[src/source/vdecode_pkg.sv]
// Covers RVV 1.0 encodings for loads, stores, OPI, OPM and vset only, and vsew code 2'b11 acts as SEW32
package vdecode_pkg;

    // Major opcodes in instr[6:0]
    typedef enum logic [6:0] {
        LOAD    = 7'b0000111,
        STORE   = 7'b0100111,
        ALU_CFG = 7'b1010111
    } vmajor_t;

    // Arithmetic format in funct3
    typedef enum logic [2:0] {
        OPIVV = 3'b000,
        OPFVV = 3'b001,
        OPMVV = 3'b010,
        OPIVI = 3'b011,
        OPIVX = 3'b100,
        OPFVF = 3'b101,
        OPMVX = 3'b110,
        OPCFG = 3'b111
    } vfunct3_t;

    // Load/store addressing mode
    typedef enum logic [1:0] {
        UNIT     = 2'b00,
        UINDEXED = 2'b01,
        STRIDED  = 2'b10,
        OINDEXED = 2'b11
    } mop_t;

    // Memory width field, vector encodings only
    typedef enum logic [2:0] {
        W8  = 3'b000,
        W16 = 3'b101,
        W32 = 3'b110
    } width_t;

    typedef enum logic [1:0] {
        SEW8  = 2'b00,
        SEW16 = 2'b01,
        SEW32 = 2'b10
    } vsew_t;

    typedef enum logic [1:0] {
        NOT_CFG,
        VSETVLI,
        VSETIVLI,
        VSETVL
    } vset_t;

    // Target execution unit
    typedef enum logic [1:0] {
        ALU,
        RED,
        MUL
    } vfu_t;

    typedef enum logic [3:0] {
        ADD, SUB, AND, OR, XOR, SLL, SRL, SRA, MIN, MAX, MACC
    } valuop_t;

    // Load/store view of the word
    typedef struct packed {
        logic [2:0] nf;
        logic       mew;
        mop_t       mop;
        logic       vm;
        logic [4:0] vs2_lumop;
        logic [4:0] rs1;
        width_t     width;
        logic [4:0] vd_vs3;
        logic [6:0] opcode;
    } vmem_fmt_t;

    // Arithmetic and vset view of the word
    typedef struct packed {
        logic [5:0] funct6;
        logic       vm;
        logic [4:0] vs2;
        logic [4:0] vs1_rs1_imm;
        vfunct3_t   funct3;
        logic [4:0] vd;
        logic [6:0] opcode;
    } valu_fmt_t;

    typedef union packed {
        vmem_fmt_t mem;
        valu_fmt_t alu;
    } vinstr_t;

    // Bytes per element
    function automatic logic [2:0] eew_bytes(input vsew_t sew);
        case (sew)
            SEW8:    eew_bytes = 3'd1;
            SEW16:   eew_bytes = 3'd2;
            default: eew_bytes = 3'd4;
        endcase
    endfunction

    // Widening step, stuck at SEW32
    function automatic vsew_t double_sew(input vsew_t sew);
        case (sew)
            SEW8:    double_sew = SEW16;
            default: double_sew = SEW32;
        endcase
    endfunction

endpackage

[src/source/vopi_decode.sv]
// Integer OPI subset only, so fixed-point clips, compares and moves decode as invalid
`timescale 1ns/1ps

module vopi_decode (
    input  logic [5:0]             funct6,
    input  vdecode_pkg::vfunct3_t  funct3,
    output vdecode_pkg::vfu_t      vfu,
    output vdecode_pkg::valuop_t   valuop,
    output logic                   vopunsigned,
    output logic                   valid
);
    import vdecode_pkg::*;

    logic hit;
    logic fmt_ok;

    // Every OPI op here runs in the ALU
    assign vfu = ALU;

    // Vector-vector, immediate and scalar forms
    assign fmt_ok = (funct3 == OPIVV) || (funct3 == OPIVI) || (funct3 == OPIVX);

    always_comb begin
        valuop      = ADD;
        vopunsigned = 1'b0;
        hit         = 1'b1;
        case (funct6)
            6'b000000: valuop = ADD;
            6'b000010: valuop = SUB;
            6'b000100: begin
                valuop      = MIN;
                vopunsigned = 1'b1;
            end
            6'b000110: begin
                valuop      = MAX;
                vopunsigned = 1'b1;
            end
            6'b001001: valuop = AND;
            6'b001010: valuop = OR;
            6'b001011: valuop = XOR;
            6'b100101: valuop = SLL;
            // Logical shifts see the operand as unsigned
            6'b101000, 6'b101100: begin
                valuop      = SRL;
                vopunsigned = 1'b1;
            end
            6'b101001, 6'b101101: valuop = SRA;
            default:   hit = 1'b0;
        endcase
    end

    assign valid = hit & fmt_ok;

endmodule

[src/source/vopm_decode.sv]
// Two reductions, three multiplies and two widening adds, all other OPM funct6 codes are invalid
`timescale 1ns/1ps

module vopm_decode (
    input  logic [5:0]             funct6,
    input  vdecode_pkg::vfunct3_t  funct3,
    output vdecode_pkg::vfu_t      vfu,
    output vdecode_pkg::valuop_t   valuop,
    output logic                   vopunsigned,
    output logic                   valid
);
    import vdecode_pkg::*;

    logic hit;

    always_comb begin
        vfu         = MUL;
        valuop      = ADD;
        vopunsigned = 1'b0;
        hit         = 1'b1;
        case (funct6)
            // Reductions
            6'b000000: begin
                vfu    = RED;
                valuop = ADD;
            end
            6'b000001: begin
                vfu    = RED;
                valuop = AND;
            end
            // High half of the product as a right shift
            6'b100100: begin
                valuop      = SRL;
                vopunsigned = 1'b1;
            end
            // Low half of the product
            6'b100101: valuop = ADD;
            6'b101101: valuop = MACC;
            // Widening adds use the wide multiplier path
            6'b110000: vopunsigned = 1'b1;
            6'b110001: valuop = ADD;
            default:   hit = 1'b0;
        endcase
    end

    assign valid = hit & ((funct3 == OPMVV) || (funct3 == OPMVX));

endmodule

[src/source/vuop_gen.sv]
// One micro-op per vector register, and gen, veew and vl must stay stable while busy is high
`timescale 1ns/1ps

module vuop_gen #(
    parameter int VLEN_BYTES = 16,
    parameter int LANES      = 4,
    parameter int MAX_UOPS   = 8,
    parameter int VL_W       = 8
) (
    input  logic                        CLK,
    input  logic                        arst_n,
    input  logic                        gen,
    input  logic                        stall,
    input  vdecode_pkg::vsew_t          veew,
    input  logic [VL_W-1:0]             vl,
    output logic                        uop_valid,
    output logic                        busy,
    output logic [$clog2(MAX_UOPS)-1:0] uop_num,
    output logic [$clog2(MAX_UOPS)-1:0] reg_offset,
    output logic [LANES-1:0]            lane_active
);
    import vdecode_pkg::*;

    localparam int IDX_W      = $clog2(MAX_UOPS);
    localparam int CNT_W      = IDX_W + 1;
    // Holds vl times four bytes and every byte offset in the group
    localparam int OFF_W      = VL_W + 3;
    localparam int LANE_BYTES = VLEN_BYTES / LANES;

    logic [IDX_W-1:0] idx;
    logic [OFF_W-1:0] total_bytes;
    logic [OFF_W-1:0] n_raw;
    logic [OFF_W-1:0] uop_base;
    logic [CNT_W-1:0] n_uops;
    logic             last;
    logic             advance;

    // Register count, rounded up
    assign total_bytes = OFF_W'(vl) * OFF_W'(eew_bytes(veew));
    assign n_raw = (total_bytes + OFF_W'(VLEN_BYTES - 1)) / OFF_W'(VLEN_BYTES);

    // Clamp to 1..MAX_UOPS
    always_comb begin
        if (n_raw == '0) begin
            n_uops = CNT_W'(1);
        end else if (n_raw > OFF_W'(MAX_UOPS)) begin
            n_uops = CNT_W'(MAX_UOPS);
        end else begin
            n_uops = n_raw[CNT_W-1:0];
        end
    end

    assign last      = ({1'b0, idx} == n_uops - CNT_W'(1));
    // Micro-op 0 shows as soon as gen is up
    assign uop_valid = gen | busy;
    assign advance   = uop_valid & ~stall;

    always_ff @(posedge CLK or negedge arst_n) begin
        if (!arst_n) begin
            idx  <= '0;
            busy <= 1'b0;
        end else if (advance) begin
            if (last) begin
                idx  <= '0;
                busy <= 1'b0;
            end else begin
                idx  <= idx + 1'b1;
                busy <= 1'b1;
            end
        end
    end

    assign uop_num    = idx;
    assign reg_offset = idx;

    // Lane is live if its first element index is below vl
    assign uop_base = OFF_W'(idx) * OFF_W'(VLEN_BYTES);

    always_comb begin
        for (int k = 0; k < LANES; k++) begin
            lane_active[k] = ((uop_base + OFF_W'(k * LANE_BYTES)) >> veew) < OFF_W'(vl);
        end
    end

endmodule

[src/source/vdecode_unit.sv]
// No v0 masking, no fractional LMUL and no floating point, and instr, vsew, vl are held while busy
`timescale 1ns/1ps

module vdecode_unit #(
    parameter int VLEN_BYTES = 16,
    parameter int LANES      = 4,
    parameter int MAX_UOPS   = 8,
    parameter int VL_W       = 8
) (
    input  logic                        CLK,
    input  logic                        arst_n,
    input  logic                        vvalid,
    input  logic                        stall,
    input  logic [31:0]                 instr,
    input  vdecode_pkg::vsew_t          vsew,
    input  logic [VL_W-1:0]             vl,
    output logic                        uop_valid,
    output logic                        busy,
    output logic                        illegal,
    output vdecode_pkg::vset_t          vset_type,
    output logic                        sregwen,
    output logic                        vregwen,
    output logic                        vmemrden,
    output logic                        vmemwren,
    output logic                        unitstride,
    output logic                        strided,
    output logic                        indexed,
    output logic                        vxin1_use_imm,
    output logic                        vxin1_use_rs1,
    output logic                        vxin2_use_rs2,
    output logic [4:0]                  vd_idx,
    output logic [4:0]                  vs1_idx,
    output logic [4:0]                  vs2_idx,
    output vdecode_pkg::vsew_t          veew_src1,
    output vdecode_pkg::vsew_t          veew_src2,
    output vdecode_pkg::vsew_t          veew_dest,
    output vdecode_pkg::vfu_t           vfu,
    output vdecode_pkg::valuop_t        valuop,
    output logic                        vopunsigned,
    output logic [$clog2(MAX_UOPS)-1:0] uop_num,
    output logic [LANES-1:0]            lane_active
);
    import vdecode_pkg::*;

    vinstr_t ins;
    logic is_store, is_alu, is_mem, is_cfg;
    vsew_t mem_eew;
    logic widening, narrowing;
    vfu_t opi_vfu, opm_vfu;
    valuop_t opi_op, opm_op;
    logic opi_uns, opm_uns, opi_valid, opm_valid, exec_valid;
    logic [$clog2(MAX_UOPS)-1:0] reg_offset;

    assign ins = instr;

    // Major opcode
    assign vmemrden = (ins.mem.opcode == LOAD);
    assign is_store = (ins.mem.opcode == STORE);
    assign is_alu   = (ins.alu.opcode == ALU_CFG);
    assign vmemwren = is_store;
    assign is_mem   = vmemrden | is_store;
    assign is_cfg   = is_alu && (ins.alu.funct3 == OPCFG);

    // vset kind from bits 31..30
    always_comb begin
        case (ins.alu.funct6[5:4])
            2'b11:   vset_type = VSETIVLI;
            2'b10:   vset_type = VSETVL;
            default: vset_type = VSETVLI;
        endcase
        if (!is_cfg) begin
            vset_type = NOT_CFG;
        end
    end

    // vset* and the scalar move group write x registers
    assign sregwen = is_cfg ||
                     (is_alu && ins.alu.funct3 == OPMVV && ins.alu.funct6 == 6'b010000);
    assign vregwen = !sregwen && !is_store;

    // Addressing mode, memory ops only
    assign unitstride = is_mem && (ins.mem.mop == UNIT);
    assign strided    = is_mem && (ins.mem.mop == STRIDED);
    assign indexed    = is_mem && (ins.mem.mop == UINDEXED || ins.mem.mop == OINDEXED);

    // Operand sources
    assign vxin1_use_imm = is_alu && (ins.alu.funct3 == OPIVI);
    assign vxin1_use_rs1 = is_mem || (is_alu && (ins.alu.funct3 == OPIVX ||
                           ins.alu.funct3 == OPFVF || ins.alu.funct3 == OPMVX));
    // Stride comes from scalar rs2
    assign vxin2_use_rs2 = strided;

    // Group register offset wraps at 32
    assign vd_idx  = ins.alu.vd + {2'b00, reg_offset};
    assign vs1_idx = (is_store ? ins.mem.vd_vs3 : ins.alu.vs1_rs1_imm) + {2'b00, reg_offset};
    assign vs2_idx = ins.alu.vs2 + {2'b00, reg_offset};

    always_comb begin
        case (ins.mem.width)
            W8:      mem_eew = SEW8;
            W16:     mem_eew = SEW16;
            default: mem_eew = SEW32;
        endcase
    end

    // Widening when funct6 starts 11, narrowing shifts vnsrl and vnsra
    assign widening  = is_alu && (ins.alu.funct6[5:4] == 2'b11);
    assign narrowing = is_alu && opi_valid && (ins.alu.funct6[5:1] == 5'b10110);

    assign veew_src1 = vsew;
    assign veew_src2 = indexed ? mem_eew : (narrowing ? double_sew(vsew) : vsew);
    assign veew_dest = is_mem ? mem_eew : (widening ? double_sew(vsew) : vsew);

    vopi_decode u_vopi_decode (
        .funct6      (ins.alu.funct6),
        .funct3      (ins.alu.funct3),
        .vfu         (opi_vfu),
        .valuop      (opi_op),
        .vopunsigned (opi_uns),
        .valid       (opi_valid)
    );

    vopm_decode u_vopm_decode (
        .funct6      (ins.alu.funct6),
        .funct3      (ins.alu.funct3),
        .vfu         (opm_vfu),
        .valuop      (opm_op),
        .vopunsigned (opm_uns),
        .valid       (opm_valid)
    );

    // Sub-decoders only count for arithmetic opcodes
    always_comb begin
        vfu         = ALU;
        valuop      = ADD;
        vopunsigned = 1'b0;
        exec_valid  = 1'b1;
        case ({is_alu & opi_valid, is_alu & opm_valid, is_mem})
            3'b100: begin
                vfu         = opi_vfu;
                valuop      = opi_op;
                vopunsigned = opi_uns;
            end
            3'b010: begin
                vfu         = opm_vfu;
                valuop      = opm_op;
                vopunsigned = opm_uns;
            end
            // Address add for loads and stores
            3'b001:  vopunsigned = 1'b1;
            default: exec_valid = 1'b0;
        endcase
    end

    // vset* needs no execution control
    assign illegal = !(is_mem || is_alu) || (!exec_valid && !is_cfg);

    vuop_gen #(
        .VLEN_BYTES (VLEN_BYTES),
        .LANES      (LANES),
        .MAX_UOPS   (MAX_UOPS),
        .VL_W       (VL_W)
    ) u_vuop_gen (
        .CLK         (CLK),
        .arst_n      (arst_n),
        .gen         (vvalid),
        .stall       (stall),
        .veew        (veew_dest),
        .vl          (vl),
        .uop_valid   (uop_valid),
        .busy        (busy),
        .uop_num     (uop_num),
        .reg_offset  (reg_offset),
        .lane_active (lane_active)
    );

endmodule

[config.mk]
export PLATFORM = sky130hd
export DESIGN_NAME = vdecode_unit
export DESIGN_NICKNAME = d
export VERILOG_FILES = /design/src/source/vdecode_pkg.sv /design/src/source/vopi_decode.sv /design/src/source/vopm_decode.sv /design/src/source/vuop_gen.sv /design/src/source/vdecode_unit.sv
export SDC_FILE = /design/constraint.sdc
export NUM_CORES = 1
export LEC_CHECK = 0
export BUFFER_PORTS_ARGS = -buffer_cell sky130_fd_sc_hd__buf_2
export CAP_MARGIN = 20
export CELL_PAD_IN_SITES_DETAIL_PLACEMENT = 1
export CELL_PAD_IN_SITES_GLOBAL_PLACEMENT = 1
export CORE_MARGIN = 4
export CORE_UTILIZATION = 40
export DETAILED_ROUTE_END_ITERATION = 8
export PLACE_DENSITY = 0.83
export SETUP_SLACK_MARGIN = 0.15
export SKIP_LAST_GASP = 1
export SLEW_MARGIN = 20
export SYNTH_ARGS = -nofsm -noshare
export SYNTH_HDL_FRONTEND = slang
export SYNTH_HIERARCHICAL = 1
export SYNTH_SLANG_ARGS = --single-unit
[constraint.sdc]
create_clock -name CLK -period 3.7 [get_ports CLK]
set_input_delay 0.185 -clock CLK [delete_from_list [all_inputs] [get_ports CLK]]
set_output_delay 0.185 -clock CLK [all_outputs]
set_load 0.01 [all_outputs]
==> metrics.log, run 1 <==
[metrics] async set-or-reset flop fraction in the synthesized netlist: 100%
[metrics] number of instances in the placed design: 627
[metrics] maximum root-to-sink buffer count: 2
[metrics] total vias in the final route: 4,046
[metrics] violated checks: negative setup slack
[metrics] routed via count divided by cell count: approximately 6.2
[metrics] final number of setup-violating endpoints: 4
[metrics] distinct cell type count of the synthesized netlist: 79
[metrics] total wire length after detailed routing: approximately 16,000 um
[metrics] mapped cell area: 3060 um2
[metrics] HPWL after detailed placement: around 9200 um
[metrics] Top FF cell, synth: dfrtp_1
[metrics] normalized max-slew margin: 55.3%
[metrics] final slew viol count: 0
[metrics] CORE AREA: 7330 um2
[metrics] pin slew with the least headroom to its limit: between 0.6 and 0.7 ns
[metrics] Syn. warnings: 6
[metrics] result of the run: finished with violations
[metrics] Area growth, synth to finish: 47.4%
[metrics] insertion delay to the later sink of the worst-skew pair: 0.22 ns
[metrics] fraction of post-synthesis cell area in the top cell type by area: 17.6%
[metrics] synthesized flop and latch total: 4
[metrics] power density of the placed cells: roughly 430 nW/um2
[metrics] arrival time worst endpoint: 5.52 ns
[metrics] Mean Syn Cell Area: 7.68 um2
[metrics] peak clock frequency supported by timing: 184 MHz
[metrics] Final Core Density: 61.5%
[metrics] Fin Setup TNS: -6.60 ns
[metrics] Max Clock Skew: 0.00288 ns
[metrics] Setup Slack @ Placement: -2.05 ns
[metrics] worst vdd ir: 0.463 mV
[metrics] portion of the post-synthesis area used by sequential elements: 3.27%
[metrics] clock tree from TritonCTS: done
[metrics] Die Span Y: 95.4 um
[metrics] Detailed Routing Iterations Pass 1: 5
[metrics] Maximum Capacitance Violations: 0
[metrics] largest stage delay on the critical path: 0.52 ns
[metrics] placed cell area: around 4000 um2
[metrics] GR Layer Usage met1: 34.3%
[metrics] type of element capturing the critical path: flip-flop
[metrics] H-tree depth: 1
[metrics] pin count of the biggest net entering global routing: 19
[metrics] static leakage power: 2.17 nW
[metrics] count of boundary I/O pins: 96
[metrics] Overflow after GRT: 0
[metrics] wire length of the first global-routing pass: approximately 22,000 um
[metrics] most frequent cells after synthesis: ha_1, nor2_1, nand2_1, inv_1, a21oi_1
[metrics] cell count after synthesis: a little under 400
[metrics] gr usage total: between 30% and 40%
[metrics] endpoints failing hold: 0
[metrics] data required time at the worst endpoint: between 3 and 4 ns
[metrics] critical path startpoint category: primary input
[metrics] maximum fanout along the worst path: 7
[metrics] finished layout cell area: 4510 um2
[metrics] Total Die Area: a little over 9000 um2
[metrics] setup repair after global routing missed its margin: yes
[metrics] final net count: 652
[metrics] Global Route met3 Usage: 2.92%
[metrics] GRT Max-Usage Layer: met2
[metrics] cell with the biggest individual delay on the critical path: fa_1
[metrics] drt initial violations: 303
[metrics] master cell of the clock root buffer: clkbuf_8
[metrics] residual antenna-violating net count after detailed routing: 0
[metrics] vias in the first global route: 4,221
[metrics] final routed wire length divided by cell count: 24.2 um
[metrics] Period minus WS final: ~5.4 ns
[metrics] cell with the most instances after synthesis: ha_1
[metrics] post-route fraction of the period consumed by the critical path: 147%
[metrics] Most Frequent Cell on Critical Path: ha_4
[metrics] cell family contributing the most delay on the critical path: compound AO/OA/AOI/OAI gates
[metrics] Core Rows: 31
[metrics] I/O Buffers: 94
[metrics] CTS Buf Count: 3
[metrics] Starting Density: 41.7%
[metrics] worst hold path class: in2async
[metrics] ranking of synthesized cells by area: ha_1, fa_1, nor2_1, nand2_1, a21oi_1
[metrics] Placer Congestion: 0.854
[metrics] Setup CP Type: in2reg
[metrics] count of buffer and inverter cells on the critical path: 4
[metrics] initial antenna violation count: 1
[metrics] Final Non-Filler Cells: 652
[metrics] clock-pin slew on the worst setup and hold paths: 0.03 ns
[metrics] remaining design rule violation count: 0
[metrics] Sinks on Clock Net: 4
[metrics] Worst Slack Setup Final: -1.73 ns
[metrics] met2 routing resource usage after global routing: between 50 and 60%
[metrics] cell taking the most area after synthesis: ha_1
[metrics] Horiz. Die Dim: roughly 95 um
[metrics] number of enable flip-flop cells after synthesis: 0
[metrics] share of cells above drive strength 1: a little under half
## state kept, by name, indices dropped and copies added, names as in the netlist
signal and count:
u_vuop_gen/reg_offset 3, u_vuop_gen/busy 1
## worst register-to-register path: stages, from the launching register on
cell and delay (ns):
dfrtp_1 0.72, xnor2_4 0.17, buf_4 0.18, nor2_4 0.12, nand3_1 0.11, o22ai_2 0.31
a2bb2oi_4 0.12, o31a_1 0.28, a2bb2oi_2 0.14
## power by group
group	switching, mW	internal (mW)
clock	0.0236	0.0694
combinational	0.910	0.770
sequential	0.0996	0.0637
total	1.03	0.903
## path summary, 6_finish.rpt
kind | from | cells after the start | to | slack [ns]
setup / recovery | instr[6] | 27 | u_vuop_gen/reg_offset[1] | -1.73
hold / removal | arst_n | 2 | u_vuop_gen/reg_offset[0] | 0.33
setup reg to reg | u_vuop_gen/reg_offset[2] | 8 | u_vuop_gen/reg_offset[1] | 1.42
hold reg to reg | u_vuop_gen/busy | 1 | u_vuop_gen/busy | 0.66
max in group asynchronous | arst_n | 2 | u_vuop_gen/reg_offset[2] | 3.24
min in group CLK | stall | 2 | u_vuop_gen/busy | 0.35
## layer usage
layer	wire length (um)	vias to the layer above
li1	-	1731
met1	5810	1947
met2	7950	280
met3	1020	88
met4	979	0
met5	0	-
## cell type report
cell class	instances	area, um2
Tap cell	99	124
Sequential cell	4	100
Antenna cell	1	2.50
Multi-Input combinational cell	342	3020
Inverter	28	106
Timing Repair Buffer	175	1110
Fill cell	907	2820
Clock buffer	3	41.3
## cells in the final DEF (no fill, tap or decap), types with 7 or more instances in the layout
master    netlist  final
buf_4          10     76
xor2_1          8      8
ha_1           43     31
nand2b_1        9      9
buf_2           3     90
and2_1         11      8
mux2i_1        10      8
nor2b_1         9      8
a21oi_1        20     19
nor2_1         37     31
a22oi_1         8      7
inv_1          26     24
nand2_1        34     30
a21o_1          7      7
fa_1            9      8
ha_4            0     12
o21ai_0        10     10
xnor2_1        10      8
## what timing repair did
| action | 4_1_cts | 5_1_grt |
|---|---|---|
| endpoints found under the setup margin | 4 | 8 |
| endpoints found under the hold margin | 4 | 0 |
| pin swaps | 18 | 21 |
| setup buffers | 15 | 5 |
| hold buffers | 1 | 0 |
| resized for setup | 35 | 23 |
## per-stage QoR
| step | total power, mW | hold slack [ns] |
|---|---|---|
| 3_3_place_gp | 1.37 | -0.00807 |
| 2_1_floorplan | 0.981 | -0.111 |
| 4_1_cts | 1.72 | 0.295 |
| 5_1_grt | 2.04 | 0.339 |
| 6_report | 1.94 | 0.331 |
| 3_5_place_dp | 1.46 | -0.00475 |
## kinds of logic after synthesis
logic type | Yosys count | share of synthesized area, %
adders and majority gates | 52 | 23.5
AOI/OAI and AO/OA | 98 | 24.3
buffers and inverters | 53 | 9.08
xor gates and xnor gates | 18 | 5.16
and+or+nand+nor | 158 | 30.1
DFF | 4 | 3.27
other | 2 | 0.246
muxes | 13 | 4.38
Power figures use the tool's default switching activity.
==> run 2, diff against run 1 <==
--- a/config.mk
+++ b/config.mk
@@ -10,10 +10,11 @@
 export CELL_PAD_IN_SITES_DETAIL_PLACEMENT = 1
 export CELL_PAD_IN_SITES_GLOBAL_PLACEMENT = 1
 export CORE_MARGIN = 4
-export CORE_UTILIZATION = 40
+export CORE_UTILIZATION = 38
 export DETAILED_ROUTE_END_ITERATION = 8
-export PLACE_DENSITY = 0.83
+export PLACE_DENSITY = 0.79
 export SETUP_SLACK_MARGIN = 0.15
+export SKIP_CTS_REPAIR_TIMING = 1
 export SKIP_LAST_GASP = 1
 export SLEW_MARGIN = 20
 export SYNTH_ARGS = -nofsm -noshare
==> constraint.sdc (replaced) <==
create_clock -name CLK -period 5.7 [get_ports CLK]
set_input_delay 0.285 -clock CLK [delete_from_list [all_inputs] [get_ports CLK]]
set_output_delay 0.285 -clock CLK [all_outputs]
set_load 0.01 [all_outputs]
==> run 2 against run 1 <==
Compared with the run above: the flow now finishes without violations; wire length shrank 41%; critical path depth is the same; global-route usage shrank 12 points.
==> metrics.log, run 2 (synthesized netlist as in run 1, its figures left out) <==
[metrics] share of cells above drive strength 1: 32.2% (was 46.4%)
[metrics] post-route fraction of the period consumed by the critical path: a little over nine tenths
[metrics] worst hold path class: in2reg (was in2async)
[metrics] maximum fanout along the worst path: 11 (was 7)
[metrics] drt initial violations: 101 (was 303)
[metrics] clock tree from TritonCTS: done (unchanged)
[metrics] result of the run: finished clean (was finished with violations)
[metrics] maximum root-to-sink buffer count: 2 (unchanged)
[metrics] placed cell area: 3610 um2 (was 3990 um2)
[metrics] worst vdd ir: 0.153 mV (was 0.463 mV)
[metrics] largest stage delay on the critical path: 0.44 ns (was 0.52 ns)
[metrics] capturing point of the worst reg2reg path: u_vuop_gen/reg_offset[0] (was u_vuop_gen/reg_offset[1])
[metrics] HPWL after detailed placement: 7810 um (was 9160 um)
[metrics] Reg2Reg Depth: 8 (unchanged)
[metrics] most frequent cells in the layout: buf_2, ha_1, nor2_1, nand2_1, inv_1 (was buf_2, buf_4, nor2_1, ha_1, nand2_1)
[metrics] Clock power frac: 6.4% (was 4.8%)
[metrics] relative contribution of sequential cells to total power: 9.6% (was 8.4%)
[metrics] FF-to-FF setup slack: 3.57 ns (was 1.42 ns)
[metrics] vias in the first global route: 3,450 (was 4,221)
[metrics] Final Core Density: 48.4% (was 61.5%)
[metrics] Total Die Area: 9550 um2 (was 9110 um2)
[metrics] final net count: 591 (was 652)
[metrics] total wire length after detailed routing: 9300 um (was 15,800 um)
[metrics] Core Rows: 32 (was 31)
[metrics] final antenna diode count: 0 (was 1)
[metrics] static leakage power: 1.84 nW (was 2.17 nW)
[metrics] destination of the worst hold path: u_vuop_gen/busy
[metrics] max reg flops: 3 (unchanged)
[metrics] count of buffer and inverter cells on the critical path: 4 (unchanged)
[metrics] Overflow after GRT: 0 (unchanged)
[metrics] power after layout: 963 uW (was 1.94 mW)
[metrics] final routed wire length divided by cell count: 15.7 um (was 24.2 um)
[metrics] master cell of the clock root buffer: clkbuf_8 (unchanged)
[metrics] arrival time worst endpoint: 5.50 ns (was 5.52 ns)
[metrics] Worst setup startpoint: instr[3] (was instr[6])
[metrics] peak clock frequency supported by timing: 187 MHz
[metrics] Maximum Capacitance Violations: 0 (unchanged)
[metrics] CTS Buf Count: 3 (unchanged)
[metrics] power density of the placed cells: 256 nW/um2 (was 430 nW/um2)
[metrics] pin count of the biggest net entering global routing: 19 (unchanged)
[metrics] CORE AREA: 7770 um2 (was 7330 um2)
[metrics] normalized max-slew margin: 59.6% (was 55.3%)
[metrics] Fin Setup TNS: 0 ns (was -6.60 ns)
[metrics] endpoints failing hold: 0 (unchanged)
[metrics] clock-pin slew on the worst setup and hold paths: 0.03 ns (about the same)
[metrics] Hold Path Cell Cnt: 2
[metrics] Horiz. Die Dim: 97.7 um (was 95.4 um)
[metrics] Setup CP Type: in2reg (unchanged)
[metrics] Area growth, synth to finish: 22.9% (was 47.4%)
[metrics] Starting Density: 39.4% (was 41.7%)
[metrics] insertion delay to the later sink of the worst-skew pair: 0.22 ns (about the same)
[metrics] I/O Buffers: 94 (unchanged)
[metrics] Detailed Routing Iterations Pass 1: 4 (was 5)
[metrics] most frequent standard cell in the layout excluding fill and tap cells: buf_2 (unchanged)
[metrics] Hold Crit Start: stall
[metrics] total vias in the final route: 3,281 (was 4,046)
[metrics] Period minus WS final: 5.34 ns
[metrics] share of power burned in combinational logic: 84.1% (was 86.8%)
[metrics] Placer Congestion: 0.816 (was 0.854)
[metrics] count of boundary I/O pins: 96 (unchanged)
[metrics] cell with the biggest individual delay on the critical path: fa_1 (unchanged)
[metrics] remaining design rule violation count: 0 (unchanged)
[metrics] cell family contributing the most delay on the critical path: compound AO/OA/AOI/OAI gates (unchanged)
[metrics] final number of setup-violating endpoints: 0 (was 4)
[metrics] setup repair after global routing missed its margin: yes (unchanged)
[metrics] routed via count divided by cell count: 5.53 (was 6.21)
[metrics] data required time at the worst endpoint: 5.86 ns (was 3.79 ns)
[metrics] switching component of the power: 502 uW (was 1.03 mW)
[metrics] type of element capturing the critical path: flip-flop (unchanged)
[metrics] final slew viol count: 0 (unchanged)
[metrics] Die Span Y: 97.7 um (was 95.4 um)
[metrics] switching power as a share of total power: 52.1% (was 53.4%)
[metrics] critical path startpoint category: primary input (unchanged)
[metrics] Sinks on Clock Net: 4 (unchanged)
[metrics] initial antenna violation count: 0 (was 1)
[metrics] wire length of the first global-routing pass: 15,500 um (was 21,600 um)
[metrics] H-tree depth: 1 (unchanged)
[metrics] worst reg2reg path startpoint: u_vuop_gen/reg_offset[2] (unchanged)
[metrics] Layout fillers: 1,014 (was 907)
[metrics] Max Clock Skew: 0.000275 ns (was 0.00288 ns)
[metrics] pin slew with the least headroom to its limit: 0.605 ns (was 0.665 ns)
[metrics] finished layout cell area: 3760 um2 (was 4510 um2)
[metrics] gr usage total: 18.7% (was 30.4%)
[metrics] residual antenna-violating net count after detailed routing: 0 (unchanged)
[metrics] internal power of the cells: 461 uW (was 903 uW)
run 2: routing by layer:
metal	global-route usage, %	vias to the layer above	part of all wire (%)
met5	0	-	0
met4	4.26	0	1.3
met3	2.44	18	3.8
met2	36.6	79	53
met1	21.2	1576	42
li1	-	1608	-
run 2: through the flow:
step	setup slack, ns	hold WS [ns]	cells
floorplan	0.156	-0.0106	399
global placement	0.254	0.0943	585
detailed placement	0.0260	0.0990	585
CTS	0.230	-0.139	588
global route	0.0999	0.368	593
finish	0.363	0.361	593
run 2: worst max path at each step:
stage / to / cells past startpoint / slack, ns
CTS: u_vuop_gen/reg_offset[1] / 27 / 0.23
global placement: u_vuop_gen/reg_offset[1] / 26 / 0.25
global route: u_vuop_gen/reg_offset[0] / 27 / 0.1
detailed placement: u_vuop_gen/reg_offset[1] / 27 / 0.03
floorplan: u_vuop_gen/reg_offset[1] / 27 / 0.16
finish: u_vuop_gen/reg_offset[0] / 27 / 0.36
run 2: worst register-to-register path, cell delays in order, from the launching register on:
cell,delay (ns)
dfrtp_1,0.66
xnor2_2,0.19
nand2b_1,0.15
mux2i_1,0.09
a211oi_1,0.29
o22ai_2,0.14
buf_4,0.16
a311oi_1,0.27
a21o_1,0.12
run 2: power by group through the flow:
| stage | Combinational (mW) | Clock, mW | Sequential (mW) |
|---|---|---|---|
| after floorplan | 0.560 | 0 | 0.0711 |
| after global routing | 0.901 | 0.0637 | 0.0988 |
| after CTS | 0.785 | 0.0630 | 0.0942 |
| after global placement | 0.745 | 0 | 0.0939 |
| final | 0.810 | 0.0612 | 0.0920 |
| after detailed placement | 0.780 | 0 | 0.0950 |
run 2: layout make-up:
class / count / area (um2) / area share, %
clock buffer: 3 / 41.3 / 1.10
sequential: 4 / 100 / 2.66
tap: 102 / 128 / 3.40
inverter: 28 / 105 / 2.80
timing repair buffer: 114 / 627 / 16.7
multi-input combinational: 342 / 2760 / 73.4
==> run 3, diff against run 2 <==
--- a/config.mk
+++ b/config.mk
@@ -5,14 +5,14 @@
 export SDC_FILE = /design/constraint.sdc
 export NUM_CORES = 1
 export LEC_CHECK = 0
-export BUFFER_PORTS_ARGS = -buffer_cell sky130_fd_sc_hd__buf_2
 export CAP_MARGIN = 20
 export CELL_PAD_IN_SITES_DETAIL_PLACEMENT = 1
 export CELL_PAD_IN_SITES_GLOBAL_PLACEMENT = 1
 export CORE_MARGIN = 4
-export CORE_UTILIZATION = 38
+export CORE_UTILIZATION = 40
 export DETAILED_ROUTE_END_ITERATION = 8
-export PLACE_DENSITY = 0.79
+export DONT_BUFFER_PORTS = 1
+export PLACE_DENSITY = 0.68
 export SETUP_SLACK_MARGIN = 0.15
 export SKIP_CTS_REPAIR_TIMING = 1
 export SKIP_LAST_GASP = 1
==> run 3 against run 2 <==
Compared with the run above: critical path type unchanged; critical endpoint is now u_vuop_gen/reg_offset[1]; sequential share of layout area is 0.39 points higher; first-iteration DRC count is 44% lower; highest routed layer unchanged; critical path depth is 1 lower; flip-flop and latch count stayed put; maximum frequency is 0.18% lower; wire length is 5.1% lower.
==> metrics.log, run 3 (synthesized netlist as in run 1, its figures left out) <==
[metrics] result of the run: finished clean (unchanged)
[metrics] clock tree from TritonCTS: done (unchanged)
[metrics] maximum root-to-sink buffer count: 2 (unchanged)
[metrics] CTS Buf Count: 3 (unchanged)
[metrics] type of element capturing the critical path: flip-flop (unchanged)
[metrics] data required time at the worst endpoint: 5.80 ns (was 5.86 ns)
[metrics] wire length of the first global-routing pass: 13,800 um (was 15,500 um)
[metrics] FF-to-FF setup slack: 3.48 ns (was 3.57 ns)
[metrics] CORE AREA: 7330 um2 (was 7770 um2)
[metrics] Worst Slack Setup Final: 0.354 ns (was 0.363 ns)
[metrics] I/O Buffers: 0 (was 94)
[metrics] Starting Density: 41.7% (was 39.4%)
[metrics] largest stage delay on the critical path: 0.51 ns (was 0.44 ns)
[metrics] normalized max-slew margin: 52.8% (was 59.6%)
[metrics] residual antenna-violating net count after detailed routing: 0 (unchanged)
[metrics] Core Rows: 31 (was 32)
[metrics] worst vdd ir: 0.152 mV (was 0.153 mV)
[metrics] Area growth, synth to finish: 7.24% (was 22.9%)
[metrics] final routed wire length divided by cell count: 17.8 um (was 15.7 um)
[metrics] footprint of the flip-flops and latches: 100 um2 (unchanged)
[metrics] count of buffer and inverter cells on the critical path: 3 (was 4)
[metrics] vias in the first global route: 2,945 (was 3,450)
[metrics] Horiz. Die Dim: 95.4 um (was 97.7 um)
[metrics] final slew viol count: 0 (unchanged)
[metrics] gr usage total: 18.3% (was 18.7%)
[metrics] Maximum Capacitance Violations: 0 (unchanged)
[metrics] Placer Congestion: 0.783 (was 0.816)
[metrics] pin count of the biggest net entering global routing: 20 (was 19)
[metrics] final net count: 497 (was 591)
[metrics] Setup Slack @ Placement: -0.108 ns (was 0.0260 ns)
[metrics] final number of setup-violating endpoints: 0 (unchanged)
[metrics] Max Clock Skew: 0.00309 ns (was 0.000275 ns)
[metrics] Period minus WS final: 5.35 ns (was 5.34 ns)
[metrics] most frequent cells in the layout: ha_1, nor2_1, nand2_1, inv_1, a21oi_1 (was buf_2, ha_1, nor2_1, nand2_1, inv_1)
[metrics] setup repair after global routing missed its margin: no (was yes)
[metrics] number of instances in the placed design: 484 (was 585)
[metrics] insertion delay to the later sink of the worst-skew pair: 0.22 ns (about the same)
[metrics] critical path startpoint category: primary input (unchanged)
[metrics] HPWL after detailed placement: 7150 um (was 7810 um)
[metrics] most frequent standard cell in the layout excluding fill and tap cells: ha_1 (was buf_2)
[metrics] worst hold path class: in2reg (unchanged)
[metrics] Die Span Y: 95.4 um (was 97.7 um)
[metrics] Layout fillers: 915 (was 1,014)
[metrics] final antenna diode count: 0 (unchanged)
[metrics] pin slew with the least headroom to its limit: 0.706 ns (was 0.605 ns)
[metrics] total wire length after detailed routing: 8820 um (was 9300 um)
[metrics] Most Frequent Cell on Critical Path: ha_1
[metrics] cell family contributing the most delay on the critical path: compound AO/OA/AOI/OAI gates (unchanged)
[metrics] master cell of the clock root buffer: clkbuf_8 (unchanged)
[metrics] initial antenna violation count: 0 (unchanged)
[metrics] power density of the placed cells: 260 nW/um2 (was 256 nW/um2)
[metrics] drt initial violations: 57 (was 101)
[metrics] clock-pin slew on the worst setup and hold paths: 0.03 ns (about the same)
[metrics] share of cells above drive strength 1: 16.1% (was 32.2%)
[metrics] Sinks on Clock Net: 4 (unchanged)
[metrics] Final Non-Filler Cells: 496 (was 593)
[metrics] peak clock frequency supported by timing: 187 MHz (about the same)
[metrics] total vias in the final route: 2,874 (was 3,281)
[metrics] maximum fanout along the worst path: 5 (was 11)
[metrics] endpoints failing hold: 0 (unchanged)
[metrics] Setup CP Type: in2reg (unchanged)
[metrics] Detailed Routing Iterations Pass 1: 4 (unchanged)
[metrics] cell with the biggest individual delay on the critical path: fa_1 (unchanged)
[metrics] total area of multi-input combinational cells: 2760 um2 (about the same)
[metrics] count of boundary I/O pins: 96 (unchanged)
[metrics] Overflow after GRT: 0 (unchanged)
[metrics] static leakage power: 1.45 nW (was 1.84 nW)
[metrics] post-route fraction of the period consumed by the critical path: 93.8% (was 93.6%)
[metrics] power after layout: 852 uW (was 963 uW)
[metrics] max reg flops: 3 (unchanged)
[metrics] remaining design rule violation count: 0 (unchanged)
[metrics] H-tree depth: 1 (unchanged)
[metrics] Total Die Area: 9110 um2 (was 9550 um2)
[metrics] routed via count divided by cell count: 5.79 (was 5.53)
[metrics] arrival time worst endpoint: 5.44 ns (was 5.50 ns)
run 3: worst paths after layout:
| check | end | startpoint | cells after the start |
|---|---|---|---|
| max | u_vuop_gen/reg_offset[1] | instr[3] | 26 |
| min | u_vuop_gen/busy | stall | 1 |
| max reg2reg | u_vuop_gen/reg_offset[1] | u_vuop_gen/reg_offset[2] | 8 |
| min reg2reg | u_vuop_gen/busy | u_vuop_gen/busy | 1 |
| max in group asynchronous | u_vuop_gen/reg_offset[1] | arst_n | 1 |
| min in group asynchronous | u_vuop_gen/busy | arst_n | 1 |
run 3: per-layer routing:
| layer | vias up | wire length (um) | track usage (%) |
|---|---|---|---|
| met4 | 0 | 52 | 1.54 |
| met2 | 73 | 4570 | 34.5 |
| met5 | - | 0 | 0 |
| met3 | 4 | 573 | 4.42 |
| met1 | 1381 | 3620 | 21.7 |
| li1 | 1416 | - | - |
run 3: stage by stage:
stage / hold WS, ns / setup TNS [ns] / area [um2] / utilization [%]
final: 0.253 / 0 / 3280 / 44.7
after global routing: 0.254 / 0 / 3280 / 44.7
after detailed placement: -0.0105 / -0.120 / 3110 / 42.4
after floorplan: -0.0106 / 0 / 3070 / -
after CTS: -0.242 / 0 / 3150 / 42.9
after global placement: -0.0105 / 0 / 3110 / 42.4
run 3: power by group:
part / leakage (nW) / internal [mW] / switching (mW) / total [mW]
Sequential: 0.0445 / 0.0414 / 0.0630 / 0.104
Clock: 0.0216 / 0.0450 / 0.0147 / 0.0597
Combinational: 1.39 / 0.305 / 0.382 / 0.687
Total: 1.45 / 0.391 / 0.460 / 0.852
run 3: area by class of cell:
class                   count  share of cell area, %
inverters                  28                   3.20
clock buffers               3                   1.26
well taps                  99                   3.78
flip-flops and latches      4                   3.05
repair buffers             20                   4.69
multi-input cells         342                   84.0
run 3: worst reg2reg max path, cell delays in order, from the launching register on:
cell       delay [ns]
dfrtp_1          0.59
xnor2_2          0.34
nand2b_1         0.14
o31ai_2          0.29
a211oi_2         0.08
o22ai_2          0.16
a2bb2oi_2        0.11
o31a_1           0.26
a2bb2oi_2        0.13
